### src/common/core_pkg.sv
package core_pkg;

    localparam int unsigned XLEN = 32;
    localparam logic [XLEN-1:0] RESET_PC = 32'h0000_0000;

    // memory map, address bits 19..16 and 4..2
    localparam logic [3:0] MMIO_RANGE = 4'h8;
    localparam logic [2:0] UART_TX_OFFSET = 3'd0;

    localparam logic [11:0] CSR_MSCRATCH = 12'h340;
    localparam logic [11:0] CSR_MCYCLE = 12'hB00;
    localparam logic [11:0] CSR_MINSTRET = 12'hB02;
    localparam logic [11:0] CSR_MCYCLEH = 12'hB80;
    localparam logic [11:0] CSR_MINSTRETH = 12'hB82;

    localparam logic [6:0] OP = 7'b0110011;
    localparam logic [6:0] OP_IMM = 7'b0010011;
    localparam logic [6:0] LUI = 7'b0110111;
    localparam logic [6:0] JAL = 7'b1101111;
    localparam logic [6:0] BRANCH = 7'b1100011;
    localparam logic [6:0] STORE = 7'b0100011;
    localparam logic [6:0] SYSTEM = 7'b1110011;

    // one instruction word, seen through each base format
    typedef union packed {
        struct packed {
            logic [6:0] funct7;
            logic [4:0] rs2;
            logic [4:0] rs1;
            logic [2:0] funct3;
            logic [4:0] rd;
            logic [6:0] opcode;
        } r;
        struct packed {
            logic [11:0] imm;
            logic [4:0] rs1;
            logic [2:0] funct3;
            logic [4:0] rd;
            logic [6:0] opcode;
        } i;
        struct packed {
            logic [6:0] imm_hi;
            logic [4:0] rs2;
            logic [4:0] rs1;
            logic [2:0] funct3;
            logic [4:0] imm_lo;
            logic [6:0] opcode;
        } s;
        struct packed {
            logic imm12;
            logic [5:0] imm10_5;
            logic [4:0] rs2;
            logic [4:0] rs1;
            logic [2:0] funct3;
            logic [3:0] imm4_1;
            logic imm11;
            logic [6:0] opcode;
        } b;
        struct packed {
            logic [19:0] imm;
            logic [4:0] rd;
            logic [6:0] opcode;
        } u;
        struct packed {
            logic imm20;
            logic [9:0] imm10_1;
            logic imm11;
            logic [7:0] imm19_12;
            logic [4:0] rd;
            logic [6:0] opcode;
        } j;
    } inst_u;

    typedef enum logic [3:0] {
        ALU_ADD, ALU_SUB, ALU_AND, ALU_OR, ALU_XOR, ALU_SLT,
        ALU_SLTU, ALU_SLL, ALU_SRL, ALU_SRA, ALU_PASS_B
    } alu_op_e;

    typedef enum logic [1:0] {WB_ALU, WB_PC4, WB_CSR} wb_sel_e;

    // encoding matches funct3[1:0] of the csr instructions
    typedef enum logic [1:0] {CSR_NONE, CSR_WRITE, CSR_SET, CSR_CLEAR} csr_op_e;

    typedef struct packed {
        alu_op_e alu_op;
        logic uses_imm;
        logic rd_we;
        logic is_branch;
        logic is_jump;
        logic is_store;
        csr_op_e csr_op;
        logic csr_uses_imm;
        wb_sel_e wb_sel;
    } decoded_t;

    typedef struct packed {
        logic valid;
        logic [XLEN-1:0] pc;
        inst_u inst;
        decoded_t decoded;
        logic [XLEN-1:0] rs1_data;
        logic [XLEN-1:0] rs2_data;
        logic [XLEN-1:0] imm;
    } dec_exe_t;

    typedef struct packed {
        logic valid;
        logic [11:0] addr;
        csr_op_e op;
        logic [XLEN-1:0] operand;
    } csr_req_t;

endpackage

### src/logic/fetch_unit.sv
`timescale 1ns/1ps

module fetch_unit (
    input  logic clk,
    input  logic rst,
    input  logic redirect_i,
    input  logic [core_pkg::XLEN-1:0] target_i,
    output logic [core_pkg::XLEN-1:0] pc_o,
    output logic [core_pkg::XLEN-1:0] fetch_pc_o
);

    logic [core_pkg::XLEN-1:0] pc_q;
    logic [core_pkg::XLEN-1:0] fetch_pc_q;

    // taken branch or jump from execute overrides sequential fetch
    always_ff @(posedge clk) begin
        if (rst) begin
            pc_q <= core_pkg::RESET_PC;
        end else if (redirect_i) begin
            pc_q <= target_i;
        end else begin
            pc_q <= pc_q + 32'd4;
        end
    end

    // pc of the word the rom returns this cycle
    always_ff @(posedge clk) begin
        fetch_pc_q <= pc_q;
    end

    assign pc_o = pc_q;
    assign fetch_pc_o = fetch_pc_q;

endmodule

### src/decode/decoder.sv
`timescale 1ns/1ps

module decoder (
    input  core_pkg::inst_u inst_i,
    output core_pkg::decoded_t decoded_o,
    output logic [core_pkg::XLEN-1:0] imm_o,
    output logic [4:0] rs1_o,
    output logic [4:0] rs2_o,
    output logic [4:0] rd_o
);

    // shared by register and immediate forms
    function automatic core_pkg::alu_op_e alu_from_funct3(
        input logic [2:0] funct3,
        input logic alt
    );
        core_pkg::alu_op_e op;
        case (funct3)
            3'b000: op = alt ? core_pkg::ALU_SUB : core_pkg::ALU_ADD;
            3'b001: op = core_pkg::ALU_SLL;
            3'b010: op = core_pkg::ALU_SLT;
            3'b011: op = core_pkg::ALU_SLTU;
            3'b100: op = core_pkg::ALU_XOR;
            3'b101: op = alt ? core_pkg::ALU_SRA : core_pkg::ALU_SRL;
            3'b110: op = core_pkg::ALU_OR;
            default: op = core_pkg::ALU_AND;
        endcase
        return op;
    endfunction

    always_comb begin
        decoded_o = '0;
        imm_o = '0;
        case (inst_i.r.opcode)
            core_pkg::OP: begin
                decoded_o.rd_we = 1'b1;
                decoded_o.alu_op = alu_from_funct3(inst_i.r.funct3, inst_i.r.funct7[5]);
            end
            core_pkg::OP_IMM: begin
                decoded_o.rd_we = 1'b1;
                decoded_o.uses_imm = 1'b1;
                // only srai looks at bit 30
                decoded_o.alu_op = alu_from_funct3(inst_i.i.funct3,
                    (inst_i.i.funct3 == 3'b101) && inst_i.r.funct7[5]);
                imm_o = {{20{inst_i.i.imm[11]}}, inst_i.i.imm};
            end
            core_pkg::LUI: begin
                decoded_o.rd_we = 1'b1;
                decoded_o.uses_imm = 1'b1;
                decoded_o.alu_op = core_pkg::ALU_PASS_B;
                imm_o = {inst_i.u.imm, 12'h000};
            end
            core_pkg::JAL: begin
                decoded_o.rd_we = 1'b1;
                decoded_o.is_jump = 1'b1;
                decoded_o.wb_sel = core_pkg::WB_PC4;
                imm_o = {{11{inst_i.j.imm20}}, inst_i.j.imm20, inst_i.j.imm19_12,
                         inst_i.j.imm11, inst_i.j.imm10_1, 1'b0};
            end
            core_pkg::BRANCH: begin
                decoded_o.is_branch = 1'b1;
                imm_o = {{19{inst_i.b.imm12}}, inst_i.b.imm12, inst_i.b.imm11,
                         inst_i.b.imm10_5, inst_i.b.imm4_1, 1'b0};
            end
            core_pkg::STORE: begin
                decoded_o.is_store = 1'b1;
                decoded_o.uses_imm = 1'b1;
                imm_o = {{20{inst_i.s.imm_hi[6]}}, inst_i.s.imm_hi, inst_i.s.imm_lo};
            end
            core_pkg::SYSTEM: begin
                if (inst_i.i.funct3[1:0] != 2'b00) begin
                    decoded_o.rd_we = 1'b1;
                    decoded_o.wb_sel = core_pkg::WB_CSR;
                    decoded_o.csr_uses_imm = inst_i.i.funct3[2];
                    decoded_o.csr_op = core_pkg::csr_op_e'(inst_i.i.funct3[1:0]);
                    // set/clear with a zero source is a pure read
                    if (inst_i.i.funct3[1] && (inst_i.i.rs1 == 5'd0)) begin
                        decoded_o.csr_op = core_pkg::CSR_NONE;
                    end
                end
            end
            default: ;
        endcase
    end

    assign rs1_o = inst_i.r.rs1;
    assign rs2_o = inst_i.r.rs2;
    assign rd_o = inst_i.r.rd;

endmodule

### src/decode/reg_file.sv
`timescale 1ns/1ps

module reg_file (
    input  logic clk,
    input  logic [4:0] rs1_i,
    input  logic [4:0] rs2_i,
    output logic [core_pkg::XLEN-1:0] rs1_data_o,
    output logic [core_pkg::XLEN-1:0] rs2_data_o,
    input  logic we_i,
    input  logic [4:0] rd_i,
    input  logic [core_pkg::XLEN-1:0] rd_data_i
);

    logic [core_pkg::XLEN-1:0] regs [32];

    always_ff @(posedge clk) begin
        if (we_i && (rd_i != 5'd0)) begin
            regs[rd_i] <= rd_data_i;
        end
    end

    // x0 is never written, force zero on read
    assign rs1_data_o = (rs1_i == 5'd0) ? '0 : regs[rs1_i];
    assign rs2_data_o = (rs2_i == 5'd0) ? '0 : regs[rs2_i];

endmodule

### src/execute/csr_file.sv
`timescale 1ns/1ps

module csr_file (
    input  logic clk,
    input  logic rst,
    input  core_pkg::csr_req_t req_i,
    input  logic retire_i,
    output logic [core_pkg::XLEN-1:0] rdata_o
);

    logic [core_pkg::XLEN-1:0] mscratch;
    logic [63:0] mcycle;
    logic [63:0] minstret;
    logic [core_pkg::XLEN-1:0] wdata;
    logic we;

    // a write to either half wins over the increment
    function automatic logic [63:0] count_next(
        input logic [63:0] cur,
        input logic hit_lo,
        input logic hit_hi,
        input logic [core_pkg::XLEN-1:0] value,
        input logic inc
    );
        logic [63:0] nxt;
        nxt = cur + {63'd0, inc};
        if (hit_lo) begin
            nxt = {cur[63:32], value};
        end else if (hit_hi) begin
            nxt = {value, cur[31:0]};
        end
        return nxt;
    endfunction

    always_comb begin
        case (req_i.addr)
            core_pkg::CSR_MSCRATCH: rdata_o = mscratch;
            core_pkg::CSR_MCYCLE: rdata_o = mcycle[31:0];
            core_pkg::CSR_MCYCLEH: rdata_o = mcycle[63:32];
            core_pkg::CSR_MINSTRET: rdata_o = minstret[31:0];
            core_pkg::CSR_MINSTRETH: rdata_o = minstret[63:32];
            default: rdata_o = '0;
        endcase
    end

    // set and clear act on the value read this cycle
    always_comb begin
        case (req_i.op)
            core_pkg::CSR_SET: wdata = rdata_o | req_i.operand;
            core_pkg::CSR_CLEAR: wdata = rdata_o & ~req_i.operand;
            default: wdata = req_i.operand;
        endcase
    end

    assign we = req_i.valid && (req_i.op != core_pkg::CSR_NONE);

    always_ff @(posedge clk) begin
        if (we && (req_i.addr == core_pkg::CSR_MSCRATCH)) begin
            mscratch <= wdata;
        end
    end

    always_ff @(posedge clk) begin
        if (rst) begin
            mcycle <= '0;
            minstret <= '0;
        end else begin
            mcycle <= count_next(mcycle, we && (req_i.addr == core_pkg::CSR_MCYCLE),
                we && (req_i.addr == core_pkg::CSR_MCYCLEH), wdata, 1'b1);
            minstret <= count_next(minstret, we && (req_i.addr == core_pkg::CSR_MINSTRET),
                we && (req_i.addr == core_pkg::CSR_MINSTRETH), wdata, retire_i);
        end
    end

endmodule

### src/execute/execute_stage.sv
`timescale 1ns/1ps

module execute_stage (
    input  logic clk,
    input  logic rst,
    input  core_pkg::dec_exe_t stage_i,
    output logic [core_pkg::XLEN-1:0] wb_data_o,
    output logic [4:0] wb_rd_o,
    output logic wb_we_o,
    output logic redirect_o,
    output logic [core_pkg::XLEN-1:0] target_o,
    output logic uart_tx_valid_o,
    output logic [7:0] uart_tx_data_o
);

    logic [core_pkg::XLEN-1:0] op_a;
    logic [core_pkg::XLEN-1:0] op_b;
    logic [core_pkg::XLEN-1:0] alu_res;
    logic [core_pkg::XLEN-1:0] csr_rdata;
    logic [2:0] funct3;
    logic eq;
    logic lt;
    logic taken;
    logic uart_hit;
    logic tx_valid_q;
    logic [7:0] tx_data_q;
    core_pkg::csr_req_t csr_req;

    // --------------------------------------------------------------------------
    // alu
    assign op_a = stage_i.rs1_data;
    assign op_b = stage_i.decoded.uses_imm ? stage_i.imm : stage_i.rs2_data;

    always_comb begin
        case (stage_i.decoded.alu_op)
            core_pkg::ALU_SUB: alu_res = op_a - op_b;
            core_pkg::ALU_AND: alu_res = op_a & op_b;
            core_pkg::ALU_OR: alu_res = op_a | op_b;
            core_pkg::ALU_XOR: alu_res = op_a ^ op_b;
            core_pkg::ALU_SLT: alu_res = {31'd0, $signed(op_a) < $signed(op_b)};
            core_pkg::ALU_SLTU: alu_res = {31'd0, op_a < op_b};
            core_pkg::ALU_SLL: alu_res = op_a << op_b[4:0];
            core_pkg::ALU_SRL: alu_res = op_a >> op_b[4:0];
            core_pkg::ALU_SRA: alu_res = $signed(op_a) >>> op_b[4:0];
            core_pkg::ALU_PASS_B: alu_res = op_b;
            default: alu_res = op_a + op_b;
        endcase
    end

    // --------------------------------------------------------------------------
    // branch compare, funct3[1] picks unsigned, funct3[0] inverts
    assign funct3 = stage_i.inst.b.funct3;
    assign eq = (stage_i.rs1_data == stage_i.rs2_data);
    assign lt = funct3[1] ? (stage_i.rs1_data < stage_i.rs2_data)
                          : ($signed(stage_i.rs1_data) < $signed(stage_i.rs2_data));
    assign taken = funct3[2] ? (lt ^ funct3[0]) : (eq ^ funct3[0]);

    assign redirect_o = stage_i.valid
        && (stage_i.decoded.is_jump || (stage_i.decoded.is_branch && taken));
    assign target_o = stage_i.pc + stage_i.imm;

    // --------------------------------------------------------------------------
    // csr access, imm form uses the rs1 field zero-extended
    assign csr_req.valid = stage_i.valid;
    assign csr_req.addr = stage_i.inst.i.imm;
    assign csr_req.op = stage_i.decoded.csr_op;
    assign csr_req.operand = stage_i.decoded.csr_uses_imm
        ? {27'd0, stage_i.inst.r.rs1} : stage_i.rs1_data;

    csr_file u_csr (
        .clk     (clk),
        .rst     (rst),
        .req_i   (csr_req),
        .retire_i(stage_i.valid),
        .rdata_o (csr_rdata)
    );

    always_comb begin
        case (stage_i.decoded.wb_sel)
            core_pkg::WB_PC4: wb_data_o = stage_i.pc + 32'd4;
            core_pkg::WB_CSR: wb_data_o = csr_rdata;
            default: wb_data_o = alu_res;
        endcase
    end

    assign wb_rd_o = stage_i.inst.r.rd;
    assign wb_we_o = stage_i.valid && stage_i.decoded.rd_we;

    // --------------------------------------------------------------------------
    // uart transmit, one-cycle strobe
    assign uart_hit = stage_i.valid && stage_i.decoded.is_store
        && (alu_res[19:16] == core_pkg::MMIO_RANGE)
        && (alu_res[4:2] == core_pkg::UART_TX_OFFSET);

    always_ff @(posedge clk) begin
        if (rst) begin
            tx_valid_q <= 1'b0;
        end else begin
            tx_valid_q <= uart_hit;
        end
    end

    always_ff @(posedge clk) begin
        if (uart_hit) begin
            tx_data_q <= stage_i.rs2_data[7:0];
        end
    end

    assign uart_tx_valid_o = tx_valid_q;
    assign uart_tx_data_o = tx_data_q;

endmodule

### src/logic/core_top.sv
`timescale 1ns/1ps

module core_top (
    input  logic clk,
    input  logic rst,
    output logic [core_pkg::XLEN-1:0] pc_o,
    input  logic [core_pkg::XLEN-1:0] inst_i,
    output logic uart_tx_valid_o,
    output logic [7:0] uart_tx_data_o,
    output logic inst_retired_o
);

    logic [core_pkg::XLEN-1:0] fetch_pc;
    logic redirect;
    logic [core_pkg::XLEN-1:0] target;
    core_pkg::decoded_t decoded;
    logic [core_pkg::XLEN-1:0] imm;
    logic [4:0] rs1;
    logic [4:0] rs2;
    logic [core_pkg::XLEN-1:0] rs1_data;
    logic [core_pkg::XLEN-1:0] rs2_data;
    logic [core_pkg::XLEN-1:0] wb_data;
    logic [4:0] wb_rd;
    logic wb_we;
    logic [1:0] rst_seq;
    logic kill_q;
    logic dec_valid;
    logic retired_q;
    core_pkg::dec_exe_t dec_exe_q;
    core_pkg::dec_exe_t exe_in;

    fetch_unit u_fetch (
        .clk       (clk),
        .rst       (rst),
        .redirect_i(redirect),
        .target_i  (target),
        .pc_o      (pc_o),
        .fetch_pc_o(fetch_pc)
    );

    decoder u_decoder (
        .inst_i   (inst_i),
        .decoded_o(decoded),
        .imm_o    (imm),
        .rs1_o    (rs1),
        .rs2_o    (rs2),
        .rd_o     ()
    );

    reg_file u_rf (
        .clk       (clk),
        .rs1_i     (rs1),
        .rs2_i     (rs2),
        .rs1_data_o(rs1_data),
        .rs2_data_o(rs2_data),
        .we_i      (wb_we),
        .rd_i      (wb_rd),
        .rd_data_i (wb_data)
    );

    // --------------------------------------------------------------------------
    // pipeline control
    // bit 0 drops the stale word in decode, bit 1 masks execute
    always_ff @(posedge clk) begin
        if (rst) begin
            rst_seq <= 2'b11;
            kill_q <= 1'b0;
        end else begin
            rst_seq <= {rst_seq[0], 1'b0};
            kill_q <= redirect;
        end
    end

    // a redirect kills the words now in decode and arriving next cycle
    assign dec_valid = !rst_seq[0] && !redirect && !kill_q;

    // --------------------------------------------------------------------------
    // decode/execute register, execute result bypassed into decode
    always_ff @(posedge clk) begin
        dec_exe_q.valid <= dec_valid;
        dec_exe_q.pc <= fetch_pc;
        dec_exe_q.inst <= inst_i;
        dec_exe_q.decoded <= decoded;
        dec_exe_q.rs1_data <= (wb_we && (wb_rd == rs1) && (wb_rd != 5'd0))
            ? wb_data : rs1_data;
        dec_exe_q.rs2_data <= (wb_we && (wb_rd == rs2) && (wb_rd != 5'd0))
            ? wb_data : rs2_data;
        dec_exe_q.imm <= imm;
        if (rst) begin
            dec_exe_q.valid <= 1'b0;
        end
    end

    always_comb begin
        exe_in = dec_exe_q;
        exe_in.valid = dec_exe_q.valid && !rst_seq[1];
    end

    execute_stage u_exe (
        .clk            (clk),
        .rst            (rst),
        .stage_i        (exe_in),
        .wb_data_o      (wb_data),
        .wb_rd_o        (wb_rd),
        .wb_we_o        (wb_we),
        .redirect_o     (redirect),
        .target_o       (target),
        .uart_tx_valid_o(uart_tx_valid_o),
        .uart_tx_data_o (uart_tx_data_o)
    );

    always_ff @(posedge clk) begin
        if (rst) begin
            retired_q <= 1'b0;
        end else begin
            retired_q <= exe_in.valid;
        end
    end

    assign inst_retired_o = retired_q;

endmodule

### config.mk
export PLATFORM = sky130hd
export DESIGN_NAME = core_top
export DESIGN_NICKNAME = d
export VERILOG_FILES = /design/src/common/core_pkg.sv /design/src/logic/fetch_unit.sv /design/src/decode/decoder.sv /design/src/decode/reg_file.sv /design/src/execute/csr_file.sv /design/src/execute/execute_stage.sv /design/src/logic/core_top.sv
export SDC_FILE = /design/constraint.sdc
export NUM_CORES = 2
export LEC_CHECK = 0
export BUFFER_PORTS_ARGS = -buffer_cell sky130_fd_sc_hd__buf_2
export CAP_MARGIN = 30
export CORE_MARGIN = 2
export CORE_UTILIZATION = 35
export DETAILED_ROUTE_END_ITERATION = 8
export PLACE_DENSITY = 0.53
export REMOVE_ABC_BUFFERS = 1
export SETUP_SLACK_MARGIN = 0.3
export SYNTH_ARGS = -nofsm -noshare
export SYNTH_HDL_FRONTEND = slang
export SYNTH_SLANG_ARGS = --single-unit
### constraint.sdc
create_clock -name clk -period 7.4 [get_ports clk]
set_clock_uncertainty 0.15 [all_clocks]
set_input_delay 0.74 -clock clk [delete_from_list [all_inputs] [get_ports clk]]
set_output_delay 0.74 -clock clk [all_outputs]
set_load 0.1 [all_outputs]
==> qor.csv <==
metric,value,unit
status,finished clean,
synth_top_area_share,41.09,%
multi_input_comb_area,36800,sq um
synth_mux_area_share,22.29,%
synth_cell_types,105,
grt_pass1_wl,427.3,mm
clk_transition_reported_paths,0.06,ns
ff_latch_area,39260,sq um
nets,6239,
finalNonFillerCells,9144,
reg2reg_from,dec_exe_q[105],
critPathRequiredTime,7.66,ns
design_area,88270,sq um
synthSimpleGateAreaFrac,8.962,%
htree_levels,4,
synth-edff-count,1064,
rr_worst_depth,13,
numCtsBuffers,160,
clockPowerShare,36.1,%
io_buffers,75,
clk_latency,0.86,ns
syn_inst,5916,
grt_overflow,0,
clockBufferDepth,3,
pwr-share-seq,43.3,%
layout_commonest_cell,edfxtp_1,
layout_common_cells,"edfxtp_1 (1064), mux4_2 (673), nand2_1 (431)",
postRouteAntennaNets,0,
synthAdderAreaFrac,3.086,%
cts.repair.resized,0,
avgSynthCellArea,13.14,sq um
ys_warn_count,0,
slew_viol_final,0,
drive_above_1_share,22.10,%
max_slew_margin,23.88,%
worstReg2RegEnd,u_rf.regs[14][27],
fin_crit,6.041,ns
fillers,20810,
worstHoldEndpoint,dec_exe_q[103],
dpl_cell_area,82630,sq um
vias,56950,
dp_hpwl,203.4,mm
synth_top_family_by_area,multiplexers,
ys_ff_latch,1429,
hp-class,input port to register,
start_util,35.08,%
worst_slack,1.359,ns
pre_cts_slack,1.477,ns
postCtsSetupBuffers,0,
r2r_slack,1.36,ns
synth_top_area_cell,edfxtp_1,
synth_compound_area_share,10.52,%
cts.sinks,1429,
row_count,173,
power_frac_comb,20.5,%
synthArstFlopShare,0,%
setup_viol,0,
drt-pass1-iter-count,6,
fmax,0.1655,GHz
syn2layout_area_growth,13.51,%
synth-main-ff-cell,edfxtp_1,
critPathMaxFanout,32,
ir_worst_vdd,0.0002143,V
core-area,221700,sq um
pwr_density_cell,253.9,nW/um^2
p_sw,6846,uW
worstSetupPathType,register to register,
yosysSeqAreaShare,50.48,%
die_h,475.4,um
grt_usage,26.59,%
drc,0,
maxCapViolCount,0,
antenna_found_initial,24,
syn_area,77760,sq um
wl_per_cell,33.39,um
crit_arrival,6.30,ns
hold_start,inst_i[4],
cts_tree,built,
cp-start-kind,register,
viasPerCell,6.228,
synth_xor_area_share,1.734,%
synthTopCellsByArea,"edfxtp_1 (41%), mux4_2 (19%), dfxtp_1 (9.4%), ha_1 (3.0%), mux2i_1 (2.4%)",
sw_frac_of_total,30.55,%
post-route-period-util,81.63,%
hold_violations,0,
rsz0062_at_grt,false,
dr.first_iter.drc_count,6940,
placed_cells_incl_taps,8805,
ioPinCount,76,
hold-path-cell-count,2,
grt_pass1_vias,55210,
die_area,226000,sq um
p_leak,0.02974,uW
worstSetupEndpointType,register,
die_w,475.4,um
gp_congestion,1.022,
grt_max_degree,113,
drt-total-wl,305.3,mm
tightest_slew,1.142,ns
p_int,15570,uW
clockRootBuffer,clkbuf_16,
## worst max-delay path by stage
stage	depth (start not counted)	slack (ns)	to	startpoint
floorplan	11	-2.39	u_rf.regs[0][30]	dec_exe_q[105]
finish	13	1.36	u_rf.regs[14][27]	dec_exe_q[105]
global route	13	1.08	u_rf.regs[9][27]	dec_exe_q[105]
global placement	13	1.48	u_rf.regs[3][27]	dec_exe_q[105]
CTS	13	1.48	u_rf.regs[14][27]	dec_exe_q[105]
detailed placement	13	1.48	u_rf.regs[12][27]	dec_exe_q[105]
## layout make-up
cell class,instances,area share [%]
Clock inverter,77,1.026
Inverter,171,0.7329
Clock buffer,216,5.038
Antenna cell,23,0.06521
Multi-Input combinational cell,3945,41.70
Tap cell,2975,4.217
Timing Repair Buffer,308,2.746
Sequential cell,1429,44.48
## layer usage
metal,GRT usage (%),vias to the layer above,share of wire [%],wire (um)
met4,11.36,6,4.8,14540
met3,5.231,579,8.5,25880
met2,41.86,2952,46,141000
met5,0,-,0.013,40
li1,-,23750,-,-
met1,35.79,29660,41,123900
## kinds of logic (layout without fill, tap and decap cells)
kind of cell    after synthesis  after routing
simple gates               1450           1450
flops                      1429           1429
compound gates             1240           1240
mux                         879            879
buf+inv                     573            772
fa+ha+maj                   190            190
xor+xnor                    154            154
other cells                   1             55
## through the flow
step                      hold slack [ns]  total power, uW  util, %  setup TNS (ns)
after floorplan                    0.1596            12330        -        -1056.44
after global placement             0.1603            14280    37.21               0
after detailed placement           0.1643            14350    37.28               0
after CTS                         0.01560            22430    39.76               0
after global routing              0.03893            23110    39.81               0
final                             0.07505            22410    39.82               0
## sequential cells by signal (all words and copies together), names as in the netlist, 8 cells and up
register	cells
u_rf.regs	1024
dec_exe_q	168
u_exe.u_csr.mcycle	64
u_exe.u_csr.minstret	64
u_exe.u_csr.mscratch	32
u_fetch.fetch_pc_o	32
u_fetch.pc_o	32
u_exe.uart_tx_data_o	8
## what timing repair did
item,CTS,global route
hold buffers,15,0
endpoints found under the setup margin,0,0
endpoints found under the hold margin,16,0
## power groups by stage
stage | clock [uW] | combinational (uW) | sequential [uW]
2_1_floorplan | 0 | 2450 | 9870
3_3_place_gp | 0 | 4410 | 9880
3_5_place_dp | 0 | 4470 | 9880
4_1_cts | 8230 | 4490 | 9710
5_1_grt | 8550 | 4840 | 9720
6_report | 8100 | 4600 | 9720
## cells in the mapped netlist (72+ instances only)
cell type / count
a21oi_1: 284
o22ai_1: 73
nand3_1: 141
nor3_1: 95
mux4_2: 673
ha_1: 187
nand2_1: 432
o21ai_0: 250
inv_1: 163
a211oi_1: 97
dfxtp_1: 365
xor2_1: 72
clkbuf_1: 269
nor2_1: 377
xnor2_1: 82
buf_1: 77
edfxtp_1: 1064
mux2i_1: 183
## critical path, stage by stage, from the launching register on
cell and delay (ns):
dfxtp_2 0.86, buf_4 0.38, nand2_1 0.07, o21ai_0 0.18, inv_1 0.16, ha_1 0.48
nor2b_1 0.26, a221oi_1 0.53, and2_1 0.23, nand3_1 0.11, a211o_1 0.35, a311o_1 0.31
o21ai_1 0.79, inv_1 0.69
Power figures use the tool's default switching activity.
